File: src/spart_pkg.sv
package spart_pkg;

	////////////////////////////////////////////////////////////////////////////
	// Serial timing
	////////////////////////////////////////////////////////////////////////////

	// Clocks per oversample tick
	localparam logic [15:0] BAUD_DIV = 16'd16;

	// Oversample ticks per bit time
	localparam int unsigned OVERSAMPLE = 16;

	localparam int unsigned BYTE_W = 8;

	// Start bit, data bits, stop bit
	localparam int unsigned FRAME_W = BYTE_W + 2;

	// Counter widths and compare points
	localparam int unsigned OS_W = $clog2(OVERSAMPLE);
	localparam int unsigned BIT_W = $clog2(BYTE_W);
	localparam int unsigned FRAME_CNT_W = $clog2(FRAME_W);
	localparam logic [OS_W-1:0] OS_MID = OS_W'(OVERSAMPLE / 2 - 1);
	localparam logic [OS_W-1:0] OS_LAST = OS_W'(OVERSAMPLE - 1);

	////////////////////////////////////////////////////////////////////////////
	// Command and LED types
	////////////////////////////////////////////////////////////////////////////

	typedef enum logic [7:0] {
		OP_SET    = 8'h01,
		OP_TOGGLE = 8'h02,
		OP_READ   = 8'h04,
		OP_CLEAR  = 8'h05
	} cmd_op_e;

	typedef enum logic [2:0] {
		LED_NONE = 3'd0,
		LED_SET  = 3'd1,
		LED_XOR  = 3'd2,
		LED_CLR  = 3'd3
	} led_kind_e;

	// One received byte, data only meaningful with valid
	typedef struct packed {
		logic              valid;
		logic              frame_err;
		logic [BYTE_W-1:0] data;
	} rx_byte_t;

	typedef struct packed {
		led_kind_e         kind;
		logic [BYTE_W-1:0] data;
	} led_op_t;

endpackage

File: src/spart_baud_gen.sv
`timescale 1ns/1ps

module spart_baud_gen import spart_pkg::*; (
	input  logic clk,
	input  logic rst_n,
	output logic tick
);

	// Down-counter, one tick per wrap
	logic [15:0] cnt;

	always_ff @(posedge clk or negedge rst_n) begin
		if (!rst_n) begin
			cnt <= BAUD_DIV - 16'd1;
		end else if (cnt == 16'd0) begin
			cnt <= BAUD_DIV - 16'd1;
		end else begin
			cnt <= cnt - 16'd1;
		end
	end

	// Registered so the strobe is glitch free for both directions
	always_ff @(posedge clk or negedge rst_n) begin
		if (!rst_n) begin
			tick <= 1'b0;
		end else begin
			tick <= (cnt == 16'd0);
		end
	end

endmodule

File: src/spart_rx.sv
`timescale 1ns/1ps

module spart_rx import spart_pkg::*; (
	input  logic     clk,
	input  logic     rst_n,
	input  logic     tick,
	input  logic     rxd,
	output rx_byte_t rx
);

	typedef enum logic [2:0] {
		RX_IDLE,
		RX_START,
		RX_DATA,
		RX_STOP,
		RX_DONE
	} rx_state_e;

	rx_state_e         state;
	logic              rx_meta;
	logic              rx_sync;
	logic              rx_prev;
	logic              fall;
	logic              data_smp;
	logic [OS_W-1:0]   os_cnt;
	logic [BIT_W-1:0]  bit_cnt;
	logic [BYTE_W-1:0] shift_q;
	logic              stop_q;
	logic              valid_q;
	logic              ferr_q;

	////////////////////////////////////////////////////////////////////////////
	// Input synchronizer and start edge
	////////////////////////////////////////////////////////////////////////////

	always_ff @(posedge clk or negedge rst_n) begin
		if (!rst_n) begin
			rx_meta <= 1'b1;
			rx_sync <= 1'b1;
			rx_prev <= 1'b1;
		end else begin
			rx_meta <= rxd;
			rx_sync <= rx_meta;
			rx_prev <= rx_sync;
		end
	end

	assign fall = rx_prev & ~rx_sync;

	// Center of a data bit
	assign data_smp = (state == RX_DATA) && tick && (os_cnt == OS_LAST);

	////////////////////////////////////////////////////////////////////////////
	// Bit timing FSM
	////////////////////////////////////////////////////////////////////////////

	always_ff @(posedge clk or negedge rst_n) begin
		if (!rst_n) begin
			state   <= RX_IDLE;
			os_cnt  <= '0;
			bit_cnt <= '0;
			stop_q  <= 1'b1;
			valid_q <= 1'b0;
			ferr_q  <= 1'b0;
		end else begin
			valid_q <= 1'b0;
			case (state)
				RX_IDLE: begin
					if (fall) begin
						os_cnt <= '0;
						state  <= RX_START;
					end
				end
				RX_START: begin
					if (tick) begin
						if (os_cnt == OS_MID) begin
							os_cnt  <= '0;
							bit_cnt <= '0;
							// A high line at mid start bit was a glitch
							state   <= rx_sync ? RX_IDLE : RX_DATA;
						end else begin
							os_cnt <= os_cnt + 1'b1;
						end
					end
				end
				RX_DATA: begin
					if (tick) begin
						os_cnt <= os_cnt + 1'b1;
						if (os_cnt == OS_LAST) begin
							os_cnt  <= '0;
							bit_cnt <= bit_cnt + 1'b1;
							if (bit_cnt == BIT_W'(BYTE_W - 1)) begin
								state <= RX_STOP;
							end
						end
					end
				end
				RX_STOP: begin
					if (tick) begin
						os_cnt <= os_cnt + 1'b1;
						if (os_cnt == OS_LAST) begin
							stop_q <= rx_sync;
							state  <= RX_DONE;
						end
					end
				end
				RX_DONE: begin
					valid_q <= 1'b1;
					ferr_q  <= ~stop_q;
					state   <= RX_IDLE;
				end
				default: state <= RX_IDLE;
			endcase
		end
	end

	// LSB arrives first
	always_ff @(posedge clk) begin
		if (data_smp) begin
			shift_q <= {rx_sync, shift_q[BYTE_W-1:1]};
		end
	end

	assign rx = '{valid: valid_q, frame_err: ferr_q, data: shift_q};

endmodule

File: src/spart_tx.sv
`timescale 1ns/1ps

module spart_tx import spart_pkg::*; (
	input  logic              clk,
	input  logic              rst_n,
	input  logic              tick,
	input  logic              trmt,
	input  logic [BYTE_W-1:0] tx_data,
	output logic              tbr,
	output logic              txd
);

	logic                   busy;
	logic                   started;
	logic                   load;
	logic                   shift;
	logic [OS_W-1:0]        os_cnt;
	logic [FRAME_CNT_W-1:0] bit_cnt;
	logic [FRAME_W-1:0]     frame_q;

	assign load  = trmt & ~busy;
	assign shift = busy & started & tick & (os_cnt == OS_LAST);

	////////////////////////////////////////////////////////////////////////////
	// Frame sequencing
	////////////////////////////////////////////////////////////////////////////

	always_ff @(posedge clk or negedge rst_n) begin
		if (!rst_n) begin
			busy    <= 1'b0;
			started <= 1'b0;
			os_cnt  <= '0;
			bit_cnt <= '0;
		end else if (load) begin
			busy    <= 1'b1;
			started <= 1'b0;
			os_cnt  <= '0;
			bit_cnt <= '0;
		end else if (busy && tick) begin
			if (!started) begin
				// First tick after the strobe opens the start bit
				started <= 1'b1;
			end else begin
				os_cnt <= os_cnt + 1'b1;
				if (os_cnt == OS_LAST) begin
					os_cnt  <= '0;
					bit_cnt <= bit_cnt + 1'b1;
					if (bit_cnt == FRAME_CNT_W'(FRAME_W - 1)) begin
						busy    <= 1'b0;
						started <= 1'b0;
					end
				end
			end
		end
	end

	// Stop, data, start with the start bit at bit 0
	always_ff @(posedge clk) begin
		if (load) begin
			frame_q <= {1'b1, tx_data, 1'b0};
		end else if (shift) begin
			frame_q <= {1'b1, frame_q[FRAME_W-1:1]};
		end
	end

	assign tbr = ~busy;
	assign txd = started ? frame_q[0] : 1'b1;

endmodule

File: src/cmd_fsm.sv
`timescale 1ns/1ps

module cmd_fsm import spart_pkg::*; (
	input  logic     clk,
	input  logic     rst_n,
	input  rx_byte_t rx,
	input  logic     spu_int,
	input  logic     tbr,
	output led_op_t  led_op,
	output logic     trmt
);

	typedef enum logic [1:0] {
		IDLE,
		STREAM_SET,
		STREAM_XOR,
		READ_WAIT
	} state_e;

	state_e state;
	logic   byte_ok;
	logic   is_term;

	// Bytes with a bad stop bit never reach the decoder
	assign byte_ok = rx.valid & ~rx.frame_err;
	assign is_term = (rx.data == '0);

	////////////////////////////////////////////////////////////////////////////
	// Command decoder
	////////////////////////////////////////////////////////////////////////////

	always_ff @(posedge clk or negedge rst_n) begin
		if (!rst_n) begin
			state  <= IDLE;
			led_op <= '{kind: LED_NONE, data: '0};
			trmt   <= 1'b0;
		end else begin
			led_op.kind <= LED_NONE;
			trmt        <= 1'b0;
			if (spu_int) begin
				// Abort everything while the processing unit holds the line
				state <= IDLE;
			end else begin
				case (state)
					IDLE: begin
						if (byte_ok) begin
							case (cmd_op_e'(rx.data))
								OP_SET:    state <= STREAM_SET;
								OP_TOGGLE: state <= STREAM_XOR;
								OP_CLEAR:  led_op.kind <= LED_CLR;
								OP_READ: begin
									// A strobe still in flight counts as busy
									if (tbr && !trmt) begin
										trmt <= 1'b1;
									end else begin
										state <= READ_WAIT;
									end
								end
								default: state <= IDLE;
							endcase
						end
					end
					STREAM_SET: begin
						if (byte_ok) begin
							if (is_term) begin
								state <= IDLE;
							end else begin
								led_op <= '{kind: LED_SET, data: rx.data};
							end
						end
					end
					STREAM_XOR: begin
						if (byte_ok) begin
							if (is_term) begin
								state <= IDLE;
							end else begin
								led_op <= '{kind: LED_XOR, data: rx.data};
							end
						end
					end
					// One reply held until the transmitter frees up
					READ_WAIT: begin
						if (tbr) begin
							trmt  <= 1'b1;
							state <= IDLE;
						end
					end
					default: state <= IDLE;
				endcase
			end
		end
	end

endmodule

File: src/led_bank.sv
`timescale 1ns/1ps

module led_bank import spart_pkg::*; (
	input  logic              clk,
	input  logic              rst_n,
	input  led_op_t           led_op,
	output logic [BYTE_W-1:0] leds
);

	////////////////////////////////////////////////////////////////////////////
	// LED register
	////////////////////////////////////////////////////////////////////////////

	// Value feeds the pins and the READ reply
	always_ff @(posedge clk or negedge rst_n) begin
		if (!rst_n) begin
			leds <= '0;
		end else begin
			case (led_op.kind)
				LED_SET: begin
					leds <= led_op.data;
				end
				LED_XOR: begin
					leds <= leds ^ led_op.data;
				end
				LED_CLR: begin
					leds <= '0;
				end
				// LED_NONE and unused codes hold the value
				default: begin
					leds <= leds;
				end
			endcase
		end
	end

endmodule

File: src/top_level.sv
`timescale 1ns/1ps

module top_level import spart_pkg::*; (
	input  logic clk,
	input  logic rst_n,
	input  logic rxd,
	input  logic spu_int,
	output logic txd,
	output logic GPIO_LED_0,
	output logic GPIO_LED_1,
	output logic GPIO_LED_2,
	output logic GPIO_LED_3,
	output logic GPIO_LED_4,
	output logic GPIO_LED_5,
	output logic GPIO_LED_6,
	output logic GPIO_LED_7
);

	logic              tick;
	logic              trmt;
	logic              tbr;
	rx_byte_t          rx;
	led_op_t           led_op;
	logic [BYTE_W-1:0] leds;

	// One timer for both serial directions
	spart_baud_gen u_baud (
		.clk   (clk),
		.rst_n (rst_n),
		.tick  (tick)
	);

	spart_rx u_rx (
		.clk   (clk),
		.rst_n (rst_n),
		.tick  (tick),
		.rxd   (rxd),
		.rx    (rx)
	);

	spart_tx u_tx (
		.clk     (clk),
		.rst_n   (rst_n),
		.tick    (tick),
		.trmt    (trmt),
		.tx_data (leds),
		.tbr     (tbr),
		.txd     (txd)
	);

	cmd_fsm u_fsm (
		.clk     (clk),
		.rst_n   (rst_n),
		.rx      (rx),
		.spu_int (spu_int),
		.tbr     (tbr),
		.led_op  (led_op),
		.trmt    (trmt)
	);

	led_bank u_leds (
		.clk    (clk),
		.rst_n  (rst_n),
		.led_op (led_op),
		.leds   (leds)
	);

	// Board pins
	assign GPIO_LED_0 = leds[0];
	assign GPIO_LED_1 = leds[1];
	assign GPIO_LED_2 = leds[2];
	assign GPIO_LED_3 = leds[3];
	assign GPIO_LED_4 = leds[4];
	assign GPIO_LED_5 = leds[5];
	assign GPIO_LED_6 = leds[6];
	assign GPIO_LED_7 = leds[7];

endmodule

File: config.mk
export PLATFORM = sky130hd
export DESIGN_NAME = top_level
export DESIGN_NICKNAME = d
export VERILOG_FILES = /design/src/spart_pkg.sv /design/src/spart_baud_gen.sv /design/src/spart_rx.sv /design/src/spart_tx.sv /design/src/cmd_fsm.sv /design/src/led_bank.sv /design/src/top_level.sv
export SDC_FILE = /design/constraint.sdc
export NUM_CORES = 1
export LEC_CHECK = 0
export ABC_CLOCK_PERIOD_IN_PS = 2650
export BUFFER_PORTS_ARGS = -buffer_cell sky130_fd_sc_hd__buf_2
export CAP_MARGIN = 15
export CORE_MARGIN = 2
export CORE_UTILIZATION = 35
export CTS_CLUSTER_SIZE = 30
export DETAILED_ROUTE_END_ITERATION = 10
export SETUP_SLACK_MARGIN = 0.5
export SYNTH_ARGS = -nofsm -noshare
export SYNTH_HDL_FRONTEND = slang
export SYNTH_HIERARCHICAL = 1
export SYNTH_SLANG_ARGS = --single-unit
File: constraint.sdc
create_clock -name clk -period 2.65 [get_ports clk]
set_input_delay 0.265 -clock clk [delete_from_list [all_inputs] [get_ports clk]]
set_output_delay 0.265 -clock clk [all_outputs]
set_load 0.02 [all_outputs]
==> results_dict.tcl, run 1 <==
set metrics [dict create \
    p_per_area_mw_per_mm2 561 \
    yosysTopAreaCell "dfrtp_1" \
    path_clk_slew_ns 0.05 \
    synth.cell_area_mm2 0.00417 \
    finalNetCount 407 \
    gr-total-overflow 0 \
    vdd_ir_drop_max_mv 0.381 \
    whs_endpoint "u_rx/rx_meta$_DFF_PN1_" \
    seqPwrFrac_pct 50.6 \
    final.setup.tns_ns 0 \
    critPathKind "register to register" \
    clock_skew_ns 0.00905 \
    seq_area_frac_synth_pct 50.7 \
    track_usage_pct 13.1 \
    syn_avg_cell_area_um2 11.0 \
    place_congestion 0.786 \
    setup.worst_path.start_class "register" \
    synth_cell_type_count 66 \
    clkSinkCount 81 \
    cp_slowest_stage_delay_ns 0.56 \
    clock.fmax_mhz 483 \
    h-tree-depth 3 \
    synthCells 378 \
    io_buffers 12 \
    cp-end-kind "register" \
    hold_class "input pin to register" \
    clockBufferDepth 2 \
    worstPathCellList "or4_4, or3_4, or4b_1, mux2i_1" \
    ys_ff_latch 81 \
    r2r_slack_ns 0.58 \
    hold_violations 0 \
    synth_top_area_share_pct 33.6 \
    final_antenna_net_count 0 \
    synthToLayoutAreaGrowth_pct 11.7 \
    drc 3 \
    post-dp-hpwl_um 5310 \
    dieArea_mm2 0.0128 \
    p_sw_w 0.000596 \
    status "finished, violations left" \
    fin_crit_ns 2.07 \
    hp-start "rxd" \
    start_util_pct 36.2 \
    maxCapViolCount 0 \
    drt_iter0_drc 184 \
    grt_pass1_vias 2790 \
    tightestPinTransition_ns 0.552 \
    syn_nets 395 \
    clk_latency_ns 0.33 \
    final_cell_count_no_fill 538 \
    die_w_um 113 \
    via_count 2822 \
    synth_area_leaders "dfrtp_1 34%, edfxtp_1 12%, dfstp_2 5.0%, ha_1 3.9%, nand2b_1 2.7%" \
    timing.rr.end "u_fsm/state[0]$_DFFE_PN0P_" \
    violations "design-rule violations" \
    die_y_um 113 \
    grt_pass1_wl_um 13500 \
    wl_um 7660 \
    cts_tree "done" \
    cts_inserted_buffers 9 \
    viasPerCell 5.25 \
    pwr-share-comb_pct 6.0 \
    synthArstFlopShare_pct 79.0 \
    wl_per_cell_um 14.2 \
    final_common_cell "dfrtp_1" \
    place_inst 521 \
    p_int_w 0.00202 \
    grt_max_degree 26 \
    path_max_fanout 4 \
    critPathSlowestCell "or4_4" \
    cts_root_buffer "clkbuf_16" \
    switching_share_pct 22.8 \
    period_share_pct 78.1 \
    power.leakage_nw 2.01 \
    rsz0062_at_grt "true" \
    cp_data_required_time_ns 2.90 \
    layout_common_cells "56 x dfrtp_1, 22 x a21oi_1, 22 x o21ai_0" \
    finalSetupViolations 0 \
    cp.arrival_ns 2.32 \
    worst-r2r-cell-count 4 \
    maxSlewHeadroom_pct 63.2 \
    synth_warnings 6 \
    synthFlopType "dfrtp_1" \
    slew_viol_final 0 \
    dr.pass1.iters 7 \
    antenna_found_initial 0 \
    core_area_mm2 0.0115 \
    drive_above_1_share_pct 19.0 \
    antenna_cells 0 \
    synth_edf_count 16 \
    finalPower_w 0.00261 \
    clkPwrFrac_pct 43.4 \
    rows 39 \
    holdPathStages 1 \
    pin_count 13 \
    rr_startpoint "u_rx/shift_q[5]$_DFFE_PP_" \
]
-- sequential cells by signal, summed over array words and instances, names as in the netlist, 3 cells and up --
signal and cells:
u_tx/os_cnt 4, u_rx/os_cnt 4, u_tx/bit_cnt 4, u_tx/frame_q 9
u_rx/bit_cnt 3, u_rx/state 3, u_leds/leds 8, u_rx/shift_q 8
u_baud/cnt 16, u_fsm/led_op 10
-- cells in the mapped netlist (all sizes together) (6+ instances only) --
cell type	n
a21o	8
nor3	11
mux2i	7
nand3	7
ha	13
or4	7
a21oi	22
nand2b	19
o21a	9
dfrtp	56
o21ai	31
dfstp	8
and3	6
inv	18
a22o	9
buf	13
edfxtp	16
xor2	12
nand2	23
nor2	21
-- kinds of logic after synthesis --
family          after synthesis  synth area share, %
fa+ha+maj                    13                 3.90
mux                          10                 2.49
other cells                   1               0.0899
buf+inv                      36                 4.44
flops                        81                 50.7
xor+xnor                     14                 2.94
compound gates               98                 16.4
simple gates                125                 19.1
-- area by class of cell --
class,instances,area [um2]
fill,1114,6860
sequential,81,2110
multi-input combinational,261,1910
clock buffer,12,246
tap,143,179
timing repair buffer,19,115
inverter,18,67.6
clock inverter,4,30.0
-- stage by stage --
step	area (um2)	utilization (%)	hold slack [ns]	setup WS (ns)
floorplan	4170	-	-0.0306	0.734
global placement	4340	37.6	0.274	0.609
detailed placement	4340	37.6	0.283	0.505
CTS	4630	40.2	0.0215	0.574
global route	4660	40.4	0.0178	0.493
finish	4660	40.4	0.0352	0.579
-- per-layer routing --
layer	vias to the layer above	track usage, %	wire [um]
met4	0	3.50	75
li1	1387	-	-
met5	-	0	0
met2	49	21.0	3540
met1	1380	17.1	3800
met3	6	4.07	246
-- critical path: cells and delay by family, from the launching register on --
kind | cells | cell delay [ns]
AND/OR/NAND/NOR | 3 | 1.41
flip-flops | 1 | 0.45
multiplexers | 1 | 0.14
-- worst max path at each step --
stage / from / to / slack (ns) / depth (start not counted)
2_1_floorplan: u_rx/shift_q[4]$_DFFE_PP_ / u_fsm/state[0]$_DFFE_PN0P_ / 0.73 / 4
3_3_place_gp: u_rx/shift_q[1]$_DFFE_PP_ / u_fsm/led_op[9]$_DFF_PN0_ / 0.61 / 4
3_5_place_dp: u_rx/shift_q[1]$_DFFE_PP_ / u_fsm/led_op[9]$_DFF_PN0_ / 0.51 / 4
4_1_cts: u_rx/shift_q[4]$_DFFE_PP_ / u_fsm/state[1]$_DFFE_PN0P_ / 0.57 / 5
5_1_grt: u_rx/shift_q[7]$_DFFE_PP_ / u_fsm/state[0]$_DFFE_PN0P_ / 0.49 / 4
6_report: u_rx/shift_q[5]$_DFFE_PP_ / u_fsm/state[0]$_DFFE_PN0P_ / 0.58 / 4
-- power groups by stage --
stage | combinational [W] | sequential (W) | clock (W)
floorplan | 0.000137 | 0.00133 | 0
global placement | 0.000152 | 0.00134 | 0
detailed placement | 0.000158 | 0.00135 | 0
CTS | 0.000159 | 0.00132 | 0.00118
global route | 0.000178 | 0.00133 | 0.00123
finish | 0.000157 | 0.00132 | 0.00113
-- what timing repair did --
item / CTS / global route
endpoints found under the setup margin: 1 / 10
hold endpoints to repair: 19 / 0
hold buffers: 1 / 0
pin swaps: 0 / 1
buffers inserted: 0 / 0
resized for setup: 1 / 5
No activity file was read; power rests on OpenSTA's default activity.
==> run 2: changes to the inputs <==
--- a/config.mk
+++ b/config.mk
@@ -5,7 +5,7 @@
 export SDC_FILE = /design/constraint.sdc
 export NUM_CORES = 1
 export LEC_CHECK = 0
-export ABC_CLOCK_PERIOD_IN_PS = 2650
+export ABC_CLOCK_PERIOD_IN_PS = 1800
 export BUFFER_PORTS_ARGS = -buffer_cell sky130_fd_sc_hd__buf_2
 export CAP_MARGIN = 15
 export CORE_MARGIN = 2
==> constraint.sdc (replaced) <==
create_clock -name clk -period 1.8 [get_ports clk]
set_input_delay 0.18 -clock clk [delete_from_list [all_inputs] [get_ports clk]]
set_output_delay 0.18 -clock clk [all_outputs]
set_load 0.02 [all_outputs]
==> run 2 against run 1 <==
  * The flow finishes with violations (design-rule violations, negative setup slack)
  * Clock power grew 77%
  * Fmax rose by 3.7%
  * Critical path depth did not move
  * Non-clock buffer count up 62
  * Sequential share of layout area shrank 8.6 points
  * Count of clock-buffer cells in the layout fell by 3
  * Worst setup slack worse by 0.78 ns
  * Flip-flop and latch count did not move
  * Worst hold slack improved by 0.084 ns
==> results_dict.tcl, run 2 (synthesized netlist as in run 1, its figures left out) <==
set metrics [dict create \
    clock.fmax_mhz 501 \
    rsz0062_at_grt "true" \
    crit_start "u_rx/shift_q[5]$_DFFE_PP_" \
    utilization_pct 50.3 \
    finalPower_w 0.00452 \
    viasPerCell 5.28 \
    grt_pass1_wl_um 15700 \
    drt_iter0_drc 168 \
    status "finished, violations left" \
    finalSetupViolations 11 \
    via_count 3181 \
    dieArea_mm2 0.0128 \
    antenna_cells 0 \
    grt_max_degree 28 \
    clkSinkCount 81 \
    die_w_um 113 \
    p_per_area_mw_per_mm2 781 \
    cts_root_buffer "clkbuf_16" \
    drc 4 \
    place_congestion 0.791 \
    placed_cell_area_mm2 0.00456 \
    dr.pass1.iters 7 \
    cts_inserted_buffers 9 \
    largest_reg_flops 16 \
    tightestPinTransition_ns 0.527 \
    final_antenna_net_count 0 \
    gr-total-overflow 0 \
    layout_common_cells "48 x buf_4, 46 x dfrtp_1, 18 x nand2_1" \
    track_usage_pct 15.2 \
    clk_latency_ns 0.34 \
    largestRegisters "u_baud/cnt (16), u_fsm/led_op (10), u_tx/frame_q (9)" \
    fin_area_mm2 0.00579 \
    maxCapViolCount 0 \
    fillCellCount 982 \
    critPathKind "register to register" \
    synthToLayoutAreaGrowth_pct 38.8 \
    antenna_found_initial 0 \
    hold_slack_ns 0.120 \
    maxSlewHeadroom_pct 64.8 \
    die_y_um 113 \
    r2r_slack_ns -0.20 \
    drive_above_1_share_pct 45.7 \
    violations "design-rule violations, negative setup slack" \
    place_ws_ns -0.297 \
    cp_data_required_time_ns 2.06 \
    crit_end "u_fsm/state[0]$_DFFE_PN0P_" \
    cp-end-kind "register" \
    period_share_pct 111 \
    hold_class "input pin to register" \
    io_buffers 12 \
    wl_um 9340 \
    wl_per_cell_um 15.5 \
    worst-r2r-cell-count 4 \
    setup_ws_ns -0.198 \
    vdd_ir_drop_max_mv 0.593 \
    finalNetCount 472 \
    pin_count 13 \
    clock_skew_ns 0.00642 \
    grt_pass1_vias 3207 \
    cts_tree "done" \
    start_util_pct 36.2 \
    rr_startpoint "u_rx/shift_q[5]$_DFFE_PP_" \
    timing.rr.end "u_fsm/state[0]$_DFFE_PN0P_" \
    core_area_mm2 0.0115 \
    h-tree-depth 3 \
    slew_viol_final 0 \
    path_clk_slew_ns 0.06 \
    fin_crit_ns 2.00 \
    post-dp-hpwl_um 5550 \
    cp.arrival_ns 2.26 \
    top_register "u_baud/cnt" \
    power.leakage_nw 2.44 \
    setup.worst_path.start_class "register" \
    clockBufferDepth 2 \
    path_max_fanout 3 \
    rows 39 \
    final_common_cell "buf_4" \
    hold_violations 0 \
]
[run 2: changes by cell type in the layout (fill, tap and decap cells not counted), moves of 8 or more]
cell	previous run	this run
buf_6	0	17
nor2_4	0	9
dfrtp_1	56	46
nor2_1	20	12
dfrtp_2	0	10
buf_4	6	48
[run 2: how the worst min path moves through the flow]
stage	start	to	slack [ns]	cells past startpoint
2_1_floorplan	rst_n	u_baud/cnt[10]$_DFF_PN0_	-0.12	0
3_3_place_gp	rst_n	u_fsm/trmt$_DFF_PN0_	0.18	1
3_5_place_dp	rst_n	u_fsm/trmt$_DFF_PN0_	0.19	1
4_1_cts	spu_int	u_fsm/trmt$_DFF_PN0_	0.11	2
5_1_grt	spu_int	u_fsm/trmt$_DFF_PN0_	0.14	2
6_report	spu_int	u_fsm/trmt$_DFF_PN0_	0.12	2
[run 2: worst max-delay path: stages (launching register included)]
cell and delay, ns:
edfxtp_1 0.39, or4_4 0.55, or3_4 0.36, or4b_1 0.48, mux2i_1 0.14
[run 2: layout make-up]
| cell class | count | area, um2 | area share [%] |
|---|---|---|---|
| repair inverters | 1 | 7.51 | 0.130 |
| multi-input cells | 263 | 2390 | 41.3 |
| flip-flops and latches | 81 | 2120 | 36.7 |
| clock buffers | 9 | 225 | 3.89 |
| repair buffers | 81 | 687 | 11.9 |
| well taps | 143 | 179 | 3.09 |
| inverters | 18 | 72.6 | 1.25 |
| clock inverters | 7 | 101 | 1.75 |
[run 2: per-stage QoR]
step                std cells  setup TNS, ns
CTS                       598         -0.423
floorplan                 378         -0.263
detailed placement        535         -0.832
global route              603          -1.58
finish                    603         -0.513
global placement          535         -0.364
[run 2: power breakdown]
part	switching (W)	internal [W]
Clock	0.000770	0.00123
Combinational	0.000258	0.000325
Sequential	0.0000401	0.00190
Total	0.00107	0.00345
[run 2: routing by layer]
metal / track usage, % / share of wire [%] / up-vias
met2: 24.9 / 50 / 48
met4: 6.10 / 2.1 / 0
li1: - / - / 1539
met3: 3.75 / 3.1 / 17
met5: 0 / 0 / -
met1: 19.5 / 45 / 1577
[run 2: timing repair]
action	4_1_cts	5_1_grt
endpoints found under the hold margin	16	0
setup buffers	41	5
cloned	4	0
gates resized for setup	63	48
endpoints found under the setup margin	73	83
pin swaps	41	25
hold buffers	2	0
